===== config.mk =====
export PLATFORM = sky130hd
export DESIGN_NAME = scope_top
export DESIGN_NICKNAME = d
export VERILOG_FILES = /design/src/common/scope_pkg.sv /design/src/common/dma_pkg.sv /design/src/verilog/scope_top.sv /design/src/dma/dma_writer.sv /design/src/dma/stream_fifo.sv /design/src/data_gen/scope_data_gen.sv /design/src/verilog/timebase_gen.sv
export SDC_FILE = /design/constraint.sdc
export NUM_CORES = 2
export LEC_CHECK = 0
export BUFFER_PORTS_ARGS = -buffer_cell sky130_fd_sc_hd__buf_4
export CAP_MARGIN = 40
export CELL_PAD_IN_SITES_DETAIL_PLACEMENT = 0
export CELL_PAD_IN_SITES_GLOBAL_PLACEMENT = 1
export CORE_UTILIZATION = 61
export DETAILED_ROUTE_END_ITERATION = 8
export PLACE_DENSITY_LB_ADDON = 0.1
export SLEW_MARGIN = 20
export SYNTH_ARGS = -nofsm -noshare
export SYNTH_HDL_FRONTEND = slang
export SYNTH_SLANG_ARGS = --single-unit

===== constraint.sdc =====
create_clock -name clock -period 16.9 [get_ports clock]
set_input_delay 1.69 -clock clock [delete_from_list [all_inputs] [get_ports clock]]
set_output_delay 1.69 -clock clock [all_outputs]
set_load 0.05 [all_outputs]

===== src/common/scope_pkg.sv =====
package scope_pkg;

    // Channel numbers used as stream destinations
    localparam logic [7:0] dest_start = 8'd1;
    localparam int n_dest = 4;

    // Sample value = output_bias + index + channel_step * (dest - dest_start)
    localparam logic [31:0] channel_step = 32'd2000;
    localparam logic [31:0] output_bias = 32'd100;

    // Idle cycles after dma_done before the generator may start again
    localparam int backoff_delay = 128;

    // Wide enough to count up to backoff_delay - 1
    localparam int backoff_width = 8;

    // Samples per channel, packet_length ranges from 1 to this value
    localparam int max_packet_length = 16;
    localparam int length_width = 5;

endpackage

===== src/common/dma_pkg.sv =====
package dma_pkg;

    // One full frame fits exactly in the buffer
    localparam int buffer_depth = scope_pkg::n_dest * scope_pkg::max_packet_length;
    localparam int addr_width = 6;

    localparam int fifo_depth = 4;

    // A single stream beat between generator, FIFO and writer
    typedef struct packed {
        logic [31:0] data;
        logic [7:0]  dest;
        logic        last;
    } beat_t;

endpackage


===== src/verilog/scope_top.sv =====
`timescale 1ns/1ps

module scope_top (
    input  logic                               clock,
    input  logic                               reset,
    input  logic                               enable,
    input  logic                               trigger,
    input  logic [15:0]                        period,
    input  logic [scope_pkg::length_width-1:0] packet_length,
    input  logic                               stall,
    input  logic [dma_pkg::addr_width-1:0]     read_addr,
    output logic [31:0]                        read_data,
    output logic                               dma_done,
    output logic [15:0]                        frame_count
);

    logic           tb_run;
    logic           tick;
    logic           gen_valid;
    logic           gen_ready;
    logic [31:0]    gen_data;
    logic [7:0]     gen_dest;
    logic           gen_last;
    dma_pkg::beat_t gen_beat;
    logic           fifo_valid;
    logic           fifo_ready;
    dma_pkg::beat_t fifo_beat;

    timebase_gen timebase_i (
        .clock  (clock),
        .reset  (reset),
        .run    (tb_run),
        .period (period),
        .tick   (tick)
    );

    scope_data_gen data_gen_i (
        .clock         (clock),
        .reset         (reset),
        .enable        (enable),
        .trigger       (trigger),
        .packet_length (packet_length),
        .tick          (tick),
        .dma_done      (dma_done),
        .tb_run        (tb_run),
        .valid         (gen_valid),
        .ready         (gen_ready),
        .data          (gen_data),
        .dest          (gen_dest),
        .last          (gen_last)
    );

    // Generator fields are packed into one beat for the FIFO
    assign gen_beat.data = gen_data;
    assign gen_beat.dest = gen_dest;
    assign gen_beat.last = gen_last;

    stream_fifo #(
        .payload_t (dma_pkg::beat_t),
        .depth     (dma_pkg::fifo_depth)
    ) fifo_i (
        .clock       (clock),
        .reset       (reset),
        .in_valid    (gen_valid),
        .in_ready    (gen_ready),
        .in_payload  (gen_beat),
        .out_valid   (fifo_valid),
        .out_ready   (fifo_ready),
        .out_payload (fifo_beat)
    );

    dma_writer writer_i (
        .clock       (clock),
        .reset       (reset),
        .stall       (stall),
        .valid       (fifo_valid),
        .ready       (fifo_ready),
        .beat        (fifo_beat),
        .read_addr   (read_addr),
        .read_data   (read_data),
        .dma_done    (dma_done),
        .frame_count (frame_count)
    );

endmodule


===== src/dma/dma_writer.sv =====
`timescale 1ns/1ps

module dma_writer (
    input  logic                           clock,
    input  logic                           reset,
    input  logic                           stall,
    input  logic                           valid,
    output logic                           ready,
    input  dma_pkg::beat_t                 beat,
    input  logic [dma_pkg::addr_width-1:0] read_addr,
    output logic [31:0]                    read_data,
    output logic                           dma_done,
    output logic [15:0]                    frame_count
);

    localparam int aw = dma_pkg::addr_width;
    localparam logic [aw-1:0] last_addr = aw'(dma_pkg::buffer_depth - 1);

    logic [31:0]   buffer [dma_pkg::buffer_depth];
    logic [aw-1:0] wr_addr;
    logic          wr_en;
    logic          frame_written;

    // The bus accepts a word on every cycle it is not stalled
    assign ready = !stall;
    assign wr_en = valid && ready;

    always_ff @(posedge clock) begin
        if (wr_en) begin
            buffer[wr_addr] <= beat.data;
        end
        read_data <= buffer[read_addr];
    end

    // Completion is reported one edge after the last word lands
    always_ff @(posedge clock) begin
        if (!reset) begin
            wr_addr       <= '0;
            frame_written <= 1'b0;
            dma_done      <= 1'b0;
            frame_count   <= '0;
        end else begin
            frame_written <= wr_en && beat.last;
            dma_done      <= frame_written;
            if (frame_written) begin
                wr_addr     <= '0;
                frame_count <= frame_count + 1'b1;
            end else if (wr_en) begin
                wr_addr <= wr_addr + 1'b1;
            end
        end
    end

    // The frame must end on or before the final buffer word
    a_addr_in_range: assert property (@(posedge clock) disable iff (!reset)
        wr_en && wr_addr == last_addr |-> beat.last);

    // Every frame starts with the first channel at address 0
    a_frame_start: assert property (@(posedge clock) disable iff (!reset)
        wr_en && wr_addr == '0 |-> beat.dest == scope_pkg::dest_start);

endmodule


===== src/dma/stream_fifo.sv =====
`timescale 1ns/1ps

module stream_fifo #(
    parameter type payload_t = dma_pkg::beat_t,
    parameter int  depth     = dma_pkg::fifo_depth
) (
    input  logic     clock,
    input  logic     reset,
    input  logic     in_valid,
    output logic     in_ready,
    input  payload_t in_payload,
    output logic     out_valid,
    input  logic     out_ready,
    output payload_t out_payload
);

    localparam int ptr_width = depth > 1 ? $clog2(depth) : 1;
    localparam int count_width = $clog2(depth + 1);
    localparam logic [ptr_width-1:0] last_ptr = ptr_width'(depth - 1);
    localparam logic [count_width-1:0] full_count = count_width'(depth);

    payload_t               mem [depth];
    logic [ptr_width-1:0]   wr_ptr;
    logic [ptr_width-1:0]   rd_ptr;
    logic [count_width-1:0] count;
    logic [count_width-1:0] ptr_gap;
    logic                   push;
    logic                   pop;

    assign in_ready    = count != full_count;
    assign out_valid   = count != '0;
    assign out_payload = mem[rd_ptr];
    assign push        = in_valid && in_ready;
    assign pop         = out_valid && out_ready;

    // Occupancy as seen from the pointers when they differ
    assign ptr_gap = wr_ptr >= rd_ptr ? count_width'(wr_ptr - rd_ptr)
                                      : count_width'(depth + int'(wr_ptr) - int'(rd_ptr));

    always_ff @(posedge clock) begin
        if (push) begin
            mem[wr_ptr] <= in_payload;
        end
    end

    always_ff @(posedge clock) begin
        if (!reset) begin
            wr_ptr <= '0;
            rd_ptr <= '0;
            count  <= '0;
        end else begin
            if (push) begin
                wr_ptr <= wr_ptr == last_ptr ? '0 : wr_ptr + 1'b1;
            end
            if (pop) begin
                rd_ptr <= rd_ptr == last_ptr ? '0 : rd_ptr + 1'b1;
            end
            if (push && !pop) begin
                count <= count + 1'b1;
            end else if (pop && !push) begin
                count <= count - 1'b1;
            end
        end
    end

    // A write into a full FIFO would lift the count above depth
    a_no_write_full: assert property (@(posedge clock) disable iff (!reset)
        count <= full_count);

    // A read from an empty FIFO would leave the pointers out of step with the count
    a_no_read_empty: assert property (@(posedge clock) disable iff (!reset)
        wr_ptr != rd_ptr |-> count == ptr_gap);

endmodule


===== src/data_gen/scope_data_gen.sv =====
`timescale 1ns/1ps

module scope_data_gen (
    input  logic                               clock,
    input  logic                               reset,
    input  logic                               enable,
    input  logic                               trigger,
    input  logic [scope_pkg::length_width-1:0] packet_length,
    input  logic                               tick,
    input  logic                               dma_done,
    output logic                               tb_run,
    output logic                               valid,
    input  logic                               ready,
    output logic [31:0]                        data,
    output logic [7:0]                         dest,
    output logic                               last
);

    localparam logic [7:0] dest_last = scope_pkg::dest_start + 8'(scope_pkg::n_dest - 1);

    typedef enum logic [2:0] {
        idle,
        wait_tb,
        emit,
        wait_dma_done,
        backoff
    } state_t;

    state_t                               state;
    logic                                 trigger_q;
    logic                                 start;
    logic [scope_pkg::length_width-1:0]   len_q;
    logic [scope_pkg::length_width-1:0]   index;
    logic [7:0]                           chan;
    logic [scope_pkg::backoff_width-1:0]  backoff_cnt;
    logic                                 chan_end;
    logic                                 frame_end;
    logic [31:0]                          sample;

    // Free-running copy of trigger for edge detection
    always_ff @(posedge clock) begin
        trigger_q <= trigger;
    end

    assign start     = enable || (trigger && !trigger_q);
    assign chan_end  = index == len_q - 1'b1;
    assign frame_end = chan_end && chan == dest_last;
    assign sample    = scope_pkg::output_bias + 32'(index)
                     + scope_pkg::channel_step * 32'(chan - scope_pkg::dest_start);

    // The timebase only runs while a frame is being produced
    assign tb_run = state == wait_tb || state == emit;

    always_ff @(posedge clock) begin
        if (!reset) begin
            state       <= idle;
            valid       <= 1'b0;
            index       <= '0;
            chan        <= scope_pkg::dest_start;
            len_q       <= '0;
            backoff_cnt <= '0;
        end else begin
            case (state)
                idle: begin
                    index <= '0;
                    chan  <= scope_pkg::dest_start;
                    if (start) begin
                        len_q <= packet_length;
                        state <= wait_tb;
                    end
                end
                wait_tb: begin
                    if (tick) begin
                        data  <= sample;
                        dest  <= chan;
                        last  <= frame_end;
                        valid <= 1'b1;
                        if (chan_end) begin
                            index <= '0;
                            chan  <= chan + 1'b1;
                        end else begin
                            index <= index + 1'b1;
                        end
                        state <= emit;
                    end
                end
                emit: begin
                    // Ticks seen here are dropped, the next sample waits for a later one
                    if (ready) begin
                        valid <= 1'b0;
                        state <= last ? wait_dma_done : wait_tb;
                    end
                end
                wait_dma_done: begin
                    if (dma_done) begin
                        backoff_cnt <= '0;
                        state       <= backoff;
                    end
                end
                backoff: begin
                    if (int'(backoff_cnt) == scope_pkg::backoff_delay - 1) begin
                        state <= idle;
                    end else begin
                        backoff_cnt <= backoff_cnt + 1'b1;
                    end
                end
                default: begin
                    state <= idle;
                end
            endcase
        end
    end

    // A pending beat must not change until the FIFO takes it
    a_hold_beat: assert property (@(posedge clock) disable iff (!reset)
        valid && !ready |=> valid && $stable(data) && $stable(dest) && $stable(last));

    a_length_range: assert property (@(posedge clock) disable iff (!reset)
        state == idle && start |->
            packet_length != '0 && int'(packet_length) <= scope_pkg::max_packet_length);

endmodule


===== src/verilog/timebase_gen.sv =====
`timescale 1ns/1ps

module timebase_gen (
    input  logic        clock,
    input  logic        reset,
    input  logic        run,
    input  logic [15:0] period,
    output logic        tick
);

    logic        run_q;
    logic [15:0] count;

    // Counter reloads on the rising edge of run and whenever it hits 1
    always_ff @(posedge clock) begin
        if (!reset) begin
            run_q <= 1'b0;
            count <= '0;
        end else begin
            run_q <= run;
            if (!run) begin
                count <= '0;
            end else if (!run_q || count == 16'd1) begin
                count <= period;
            end else begin
                count <= count - 1'b1;
            end
        end
    end

    assign tick = run && run_q && count == 16'd1;

    // A period below 2 would leave no gap between consecutive ticks
    a_period_min: assert property (@(posedge clock) disable iff (!reset)
        run |-> period >= 16'd2);

endmodule


# Word level (Yosys, flattened, before mapping)

Memories as Yosys holds them, arrays and structs flattened. A register that Yosys moved wholly into a read port is not among the register bits.
Index checks and enable logic that the tools add are counted.

Register bits after elaboration: 120
Memory bits (writable): 2212
Input bits: 32
Output and inout bits: 49
Word-level logic and storage cells: 117
Memories kept: 2

Add/sub/neg operators: 14
Multipliers: 1
Equal/unequal tests: 18
Muxes and demuxes: 30
Bitwise operators: 1
Reductions and logical operators: 32

Memory list:

| name            | words | width | rd ports | clocked after Yosys merged registers in | wr ports | line              | text |
|---|---|---|---|---|---|---|---|
| writer_i.buffer | 64    | 32    | 1        | 1                                       | 1        | dma_writer.sv:19  | `logic [31:0] buffer [dma_pkg::buffer_depth];` |
| fifo_i.mem      | 4     | 41    | 1        | 1                                       | 1        | stream_fifo.sv:22 | `payload_t mem [depth];` |

Operators by type and width:

| kind                                                                  | count |
|---|---|
| 32-bit adder                                                          | 1 |
| 7-bit by 32-bit multiplier with 28-bit output (first input constant)  | 1 |
| 8-bit 2-to-1 mux                                                      | 4 |
| 8-bit one-hot mux with 2 select lines                                 | 2 |
| 3-bit 2-to-1 mux                                                      | 7 |
| 16-bit by 1-bit adder with 16-bit output (second input constant)      | 1 |
| 8-bit by 1-bit adder with 8-bit output (second input constant)        | 2 |
| 16-bit by 1-bit == test with 1-bit output (second input constant)     | 1 |
| 16-bit 2-to-1 mux                                                     | 1 |
| 16-bit by 1-bit subtractor with 16-bit output (second input constant) | 1 |
| 3-bit one-hot mux with 5 select lines                                 | 1 |
| 2-bit by 1-bit != test with 1-bit output (second input constant)      | 6 |
| 3-bit AND reduction                                                   | 4 |
| 2-bit 2-to-1 mux                                                      | 5 |
| 5-bit 2-to-1 mux                                                      | 2 |
| 5-bit one-hot mux with 2 select lines                                 | 1 |
| 1-bit logical AND                                                     | 9 |
| 8-bit by 1-bit subtractor with 9-bit output (second input constant)   | 1 |
| 7-bit by 5-bit adder with 8-bit output (first input constant)         | 1 |
| 8-bit by 3-bit == test with 1-bit output (second input constant)      | 1 |
| 8-bit == test (second input constant)                                 | 1 |
| 2-bit nonzero test                                                    | 4 |
| 6-bit by 1-bit adder with 6-bit output (second input constant)        | 1 |
| 3-bit by 2-bit == test with 1-bit output (second input constant)      | 2 |
| 21 further kinds                                                      | 36 |

# Logic depth before layout (Yosys ltp)

Depth after elaboration: 6
Mapped depth: 23

# By module

From an unflattened synthesis, not the netlist that was laid out.

Cells, all modules: 4432
Area, all modules: 92322.3 µm²

Modules (own cells, without submodules):

| module         | times used | cells each | area each (µm²) | sequential area each (µm²) |
|---|---|---|---|---|
| dma_writer     | 1          | 3513       | 79665.2         | 62620.1 |
| stream_fifo    | 1          | 266        | 6392.4          | 5104.9 |
| scope_data_gen | 1          | 551        | 5358.9          | 1851.8 |
| timebase_gen   | 1          | 102        | 905.9           | 340.3 |

# Least setup slack after synthesis

OpenSTA, ideal clock, no wires.

Path type: register -> register
From: register data_gen_i.chan[0]
To: register data_gen_i.data[25] (data pin)
Data arrival time: 5996 ps
Data required time: 16640 ps
Setup slack: 10644 ps
Cell stages (with the launch flop): 23
Cells stage by stage: dfxtp_1 clkbuf_1 inv_1 ha_1 nor3b_2 xor2_1 xnor2_1 ha_1 inv_1 fa_1 inv_1 fa_1 fa_1 ha_1 buf_2 a21oi_2 o21ai_0 a21o_1 a211oi_1 nand4_1 or4_4 nor2_8 mux2_4

Cells in the longest elaborated chain, start to end: 3

RTL lines:

| element                                       | line                 | text |
|---|---|---|
| from (decl)                                   | scope_data_gen.sv:34 | `logic [7:0] chan;` |
| from (signal assigned)                        | scope_data_gen.sv:59 | `chan <= scope_pkg::dest_start;` |
| from (signal assigned)                        | scope_data_gen.sv:66 | `chan <= scope_pkg::dest_start;` |
| from (signal assigned)                        | scope_data_gen.sv:80 | `chan <= chan + 1'b1;` |
| 8-bit by 1-bit subtractor with 9-bit output   | scope_data_gen.sv:49 | `+ scope_pkg::channel_step * 32'(chan - scope_pkg::dest_start);` |
| 7-bit by 32-bit multiplier with 28-bit output | scope_data_gen.sv:49 |  |
| 32-bit adder                                  | scope_data_gen.sv:49 |  |
| net data_gen_i.sample[25]                     | scope_data_gen.sv:38 | `logic [31:0] sample;` |
| to (signal assigned)                          | scope_data_gen.sv:74 | `data <= sample;` |
| to (decl)                                     | scope_data_gen.sv:14 | `output logic [31:0] data,` |

The timed path passes the listed nets, and every way through them passes these cells.
A chain may end at the register's enable or synchronous reset.

# Final worst setup path

Same ends and word-level chain as after synthesis.

==> flow_metrics.py <==
metrics = {
    "clocking": {
        "cts.sinks": 2326,
        "clk_pin_slew_ps": 60,
        "cts_max_level": 4,
        "cts_tree": "built",
        "cts_buffers": 221,
        "clk_latency_ps": 840,
        "cts_resized": 0,
        "cts_buffer_depth": 3,
        "cts_hold_buf": 0,
        "root_buffer": "clkbuf_16",
        "cts_setup_buffers": 0,
    },
    "layout": {
        "layout.area.seq_sq_mm": 0.0687,
        "fill_cells": 8730,
        "antenna_cells": 0,
        "drive_above_1_share_pct": 29.9,
        "final_common_cell": "edfxtp_1",
        "utilization_pct": 69.7,
        "syn_to_final_growth_pct": 12.7,
        "layout_common_cells": "2213 x edfxtp_1, 700 x mux4_2, 226 x clkbuf_16",
        "multi_input_area_sq_mm": 0.0212,
        "nNetsFinal": 4332,
    },
    "floorplan": {
        "rows": 140,
        "fp.dieH_microns": 387,
        "fp.coreArea_sq_mm": 0.146,
        "die-area_sq_mm": 0.150,
        "start_util_pct": 61.8,
        "die_x_microns": 387,
        "io-pin-count": 81,
    },
    "timing": {
        "clock_skew_ps": 29.7,
        "whs_ps": 479,
        "finalSetupTns_ps": 0,
        "setup_violations": 0,
        "fmax_mhz": 149,
        "slew_headroom_pct": 24.2,
        "period_needed_ps": 6690,
        "timing.final.ws_setup_ps": 10210,
        "final-hold-violation-count": 0,
        "rsz0062_at_grt": "no",
        "slew_viol_final": 0,
        "tightest_slew_ps": 1140,
        "post-route-period-util_pct": 39.6,
    },
    "synth": {
        "synthCells": 3964,
        "yosysUniqueCellTypes": 71,
        "yosysSeqAreaShare_pct": 76.0,
        "syn_nets": 4076,
        "avgSynthCellArea_sq_um": 22.8,
        "synthArstFlopShare_pct": 0,
        "synth_seq_cells": 2326,
        "netlist_area_sq_mm": 0.0904,
        "ys.flop_type": "edfxtp_1",
        "synth_edf_count": 2213,
        "yosys_warnings": 0,
    },
    "routing": {
        "met1Wirelength_microns": 80600,
        "post-route-drc-count": 0,
        "vias": 41800,
        "wire_per_inst_microns": 33.1,
        "top_layer": "met5",
        "wl_met3_microns": 23700,
        "firstDrtPassIters": 5,
        "antenna_left": 0,
        "vias_per_cell": 6.61,
        "drt-initial-drc-count": 4910,
        "wl_met2_microns": 101000,
        "wl_microns": 210000,
    },
    "worst_setup_path": {
        "cp-start-kind": "flip-flop",
        "crit_required_ps": 17460,
        "r2r-end": "data_gen_i.data[25]$_DFFE_PP_",
        "cp_data_arrival_time_ps": 7250,
        "startpoint": "data_gen_i.chan[0]$_SDFFE_PN1P_",
        "crit_fanout": 10,
        "reg2reg_slack_ps": 10210,
        "worstSetupPathType": "reg2reg",
        "crit_family": "adder cells",
        "ff2ff_path_depth": 20,
        "path_depth": 20,
        "crit_slowest_cell": "or4_4",
        "cp_num_buf_inv": 3,
        "reg2reg_from": "data_gen_i.chan[0]$_SDFFE_PN1P_",
        "critical_path.max_stage_delay_ps": 640,
        "crit_path_end_kind": "flip-flop",
        "crit_chain": "inv_1 > ha_1 > nor3b_2 > xor2_1 > xnor2_1 > ha_1 > inv_1 > fa_1 > inv_1 > fa_1 > fa_1 > ha_1 > a21oi_2 > o21ai_0 > a21o_1 > a211oi_1 > nand4_1 > or4_4 > nor2_8 > mux2_4",
        "crit_path_end": "data_gen_i.data[25]$_DFFE_PP_",
    },
    "global_route": {
        "gr-total-overflow": 0,
        "grt_antenna_before_repair": 12,
        "gr-usage-all-layers_pct": 28.6,
        "grt_pass1_wl_microns": 300000,
        "grt_pass1_vias": 42200,
        "grt_max_degree": 141,
    },
    "power_and_ir_drop": {
        "power_density_mw_per_mm2": 127,
        "p_int_mw": 9.90,
        "power_mw": 13.0,
        "combPwrFrac_pct": 11.1,
        "p_switching_mw": 3.06,
        "seqPwrFrac_pct": 52.2,
        "p_sw_share_pct": 23.6,
        "power_frac_clock_pct": 36.7,
        "leakagePower_nw": 32.3,
        "peakVddDrop_mv": 0.124,
    },
    "run": {
        "maxCapViolCount": 0,
    },
    "placed_design": {
        "gp_congestion": 0.789,
        "pre_cts_ws_ps": 10180,
        "io_buffers": 80,
        "dp_hpwl_microns": 115000,
    },
    "status": {
        "status": "finished clean",
    },
    "worst_hold_path": {
        "worstHoldPathType": "reg2reg",
    },
}
metrics by stage:
stage          instance area, sq um  cells
2_1_floorplan                 90400   3964
3_3_place_gp                  93900   5862
3_5_place_dp                  94800   5908
4_1_cts                      102000   6319
5_1_grt                      102000   6325
6_report                     102000   6325
Yosys cell counts (all sizes together) (24+ instances only):
library cell	count	area share (%)
xor2	31	0.31
xnor2	67	0.65
and2	25	0.17
nor2	143	0.61
inv	60	0.25
buf	78	0.36
edfxtp	2213	74
nand2	62	0.26
a21oi	28	0.16
ha	54	0.75
dfxtp	113	2.5
o21ai	26	0.14
fa	26	0.58
mux4	700	17
clkbuf	114	0.47
nor2b	24	0.17
metal layers:
metal / vias up / GRT usage [%]
met4: 8 / 6.52
li1: 17200 / -
met3: 274 / 8.70
met5: - / 0
met2: 2019 / 45.0
met1: 22300 / 40.1
worst register-to-register path, delay by kind of cell (launching register included):
family,cells,cell delay (ps)
muxes,1,300
adders and majority gates,6,2430
DFF,1,540
buffers and inverters,3,280
AOI/OAI and AO/OA,4,920
and+or+nand+nor,4,1210
xor gates and xnor gates,2,750
state kept, by name, summed over array words and instances, names as in the netlist, 8 cells and up, named ones only:
signal                  count
data_gen_i.backoff_cnt      8
data_gen_i.chan             8
data_gen_i.data            32
fifo_i.mem                132
timebase_i.count           16
writer_i.buffer          2048
writer_i.frame_count       16
writer_i.read_data         32
worst min-delay path by stage:
stage / startpoint / to / cells past startpoint
6_report: data_gen_i.data[31]$_DFFE_PP_ / fifo_i.mem[3][40]$_DFFE_PP_ / 0
5_1_grt: data_gen_i.backoff_cnt[7]$_SDFFE_PN0P_ / data_gen_i.backoff_cnt[7]$_SDFFE_PN0P_ / 2
4_1_cts: data_gen_i.backoff_cnt[7]$_SDFFE_PN0P_ / data_gen_i.backoff_cnt[7]$_SDFFE_PN0P_ / 2
3_5_place_dp: data_gen_i.backoff_cnt[7]$_SDFFE_PN0P_ / data_gen_i.backoff_cnt[7]$_SDFFE_PN0P_ / 2
3_3_place_gp: data_gen_i.backoff_cnt[7]$_SDFFE_PN0P_ / data_gen_i.backoff_cnt[7]$_SDFFE_PN0P_ / 2
2_1_floorplan: data_gen_i.backoff_cnt[7]$_SDFFE_PN0P_ / data_gen_i.backoff_cnt[7]$_SDFFE_PN0P_ / 2
final cells by class:
class	count	share of cell area, %
clock buffers	286	5.82
inverters	60	0.226
flip-flops and latches	2326	67.4
repair buffers	225	2.35
well taps	1917	2.35
multi-input cells	1386	20.8
clock inverters	125	1.03
cell families (layout without fill, tap and decap cells):
family,after synthesis,count (layout),synth area share (%)
DFF,2326,2326,76.0
xor gates and xnor gates,98,98,0.958
and+or+nand+nor,363,363,1.97
buffers and inverters,252,696,1.09
AOI/OAI and AO/OA,119,119,0.875
adders and majority gates,80,80,1.32
muxes,726,726,17.8
power by group through the flow:
stage               clock (mW)  sequential, mW  combinational [mW]
global route              5.03            6.77                1.56
CTS                       4.82            6.76                1.44
floorplan                    0            6.90               0.866
detailed placement           0            6.89                1.43
global placement             0            6.90                1.31
finish                    4.76            6.77                1.44
(Power assumes the default switching activity.)
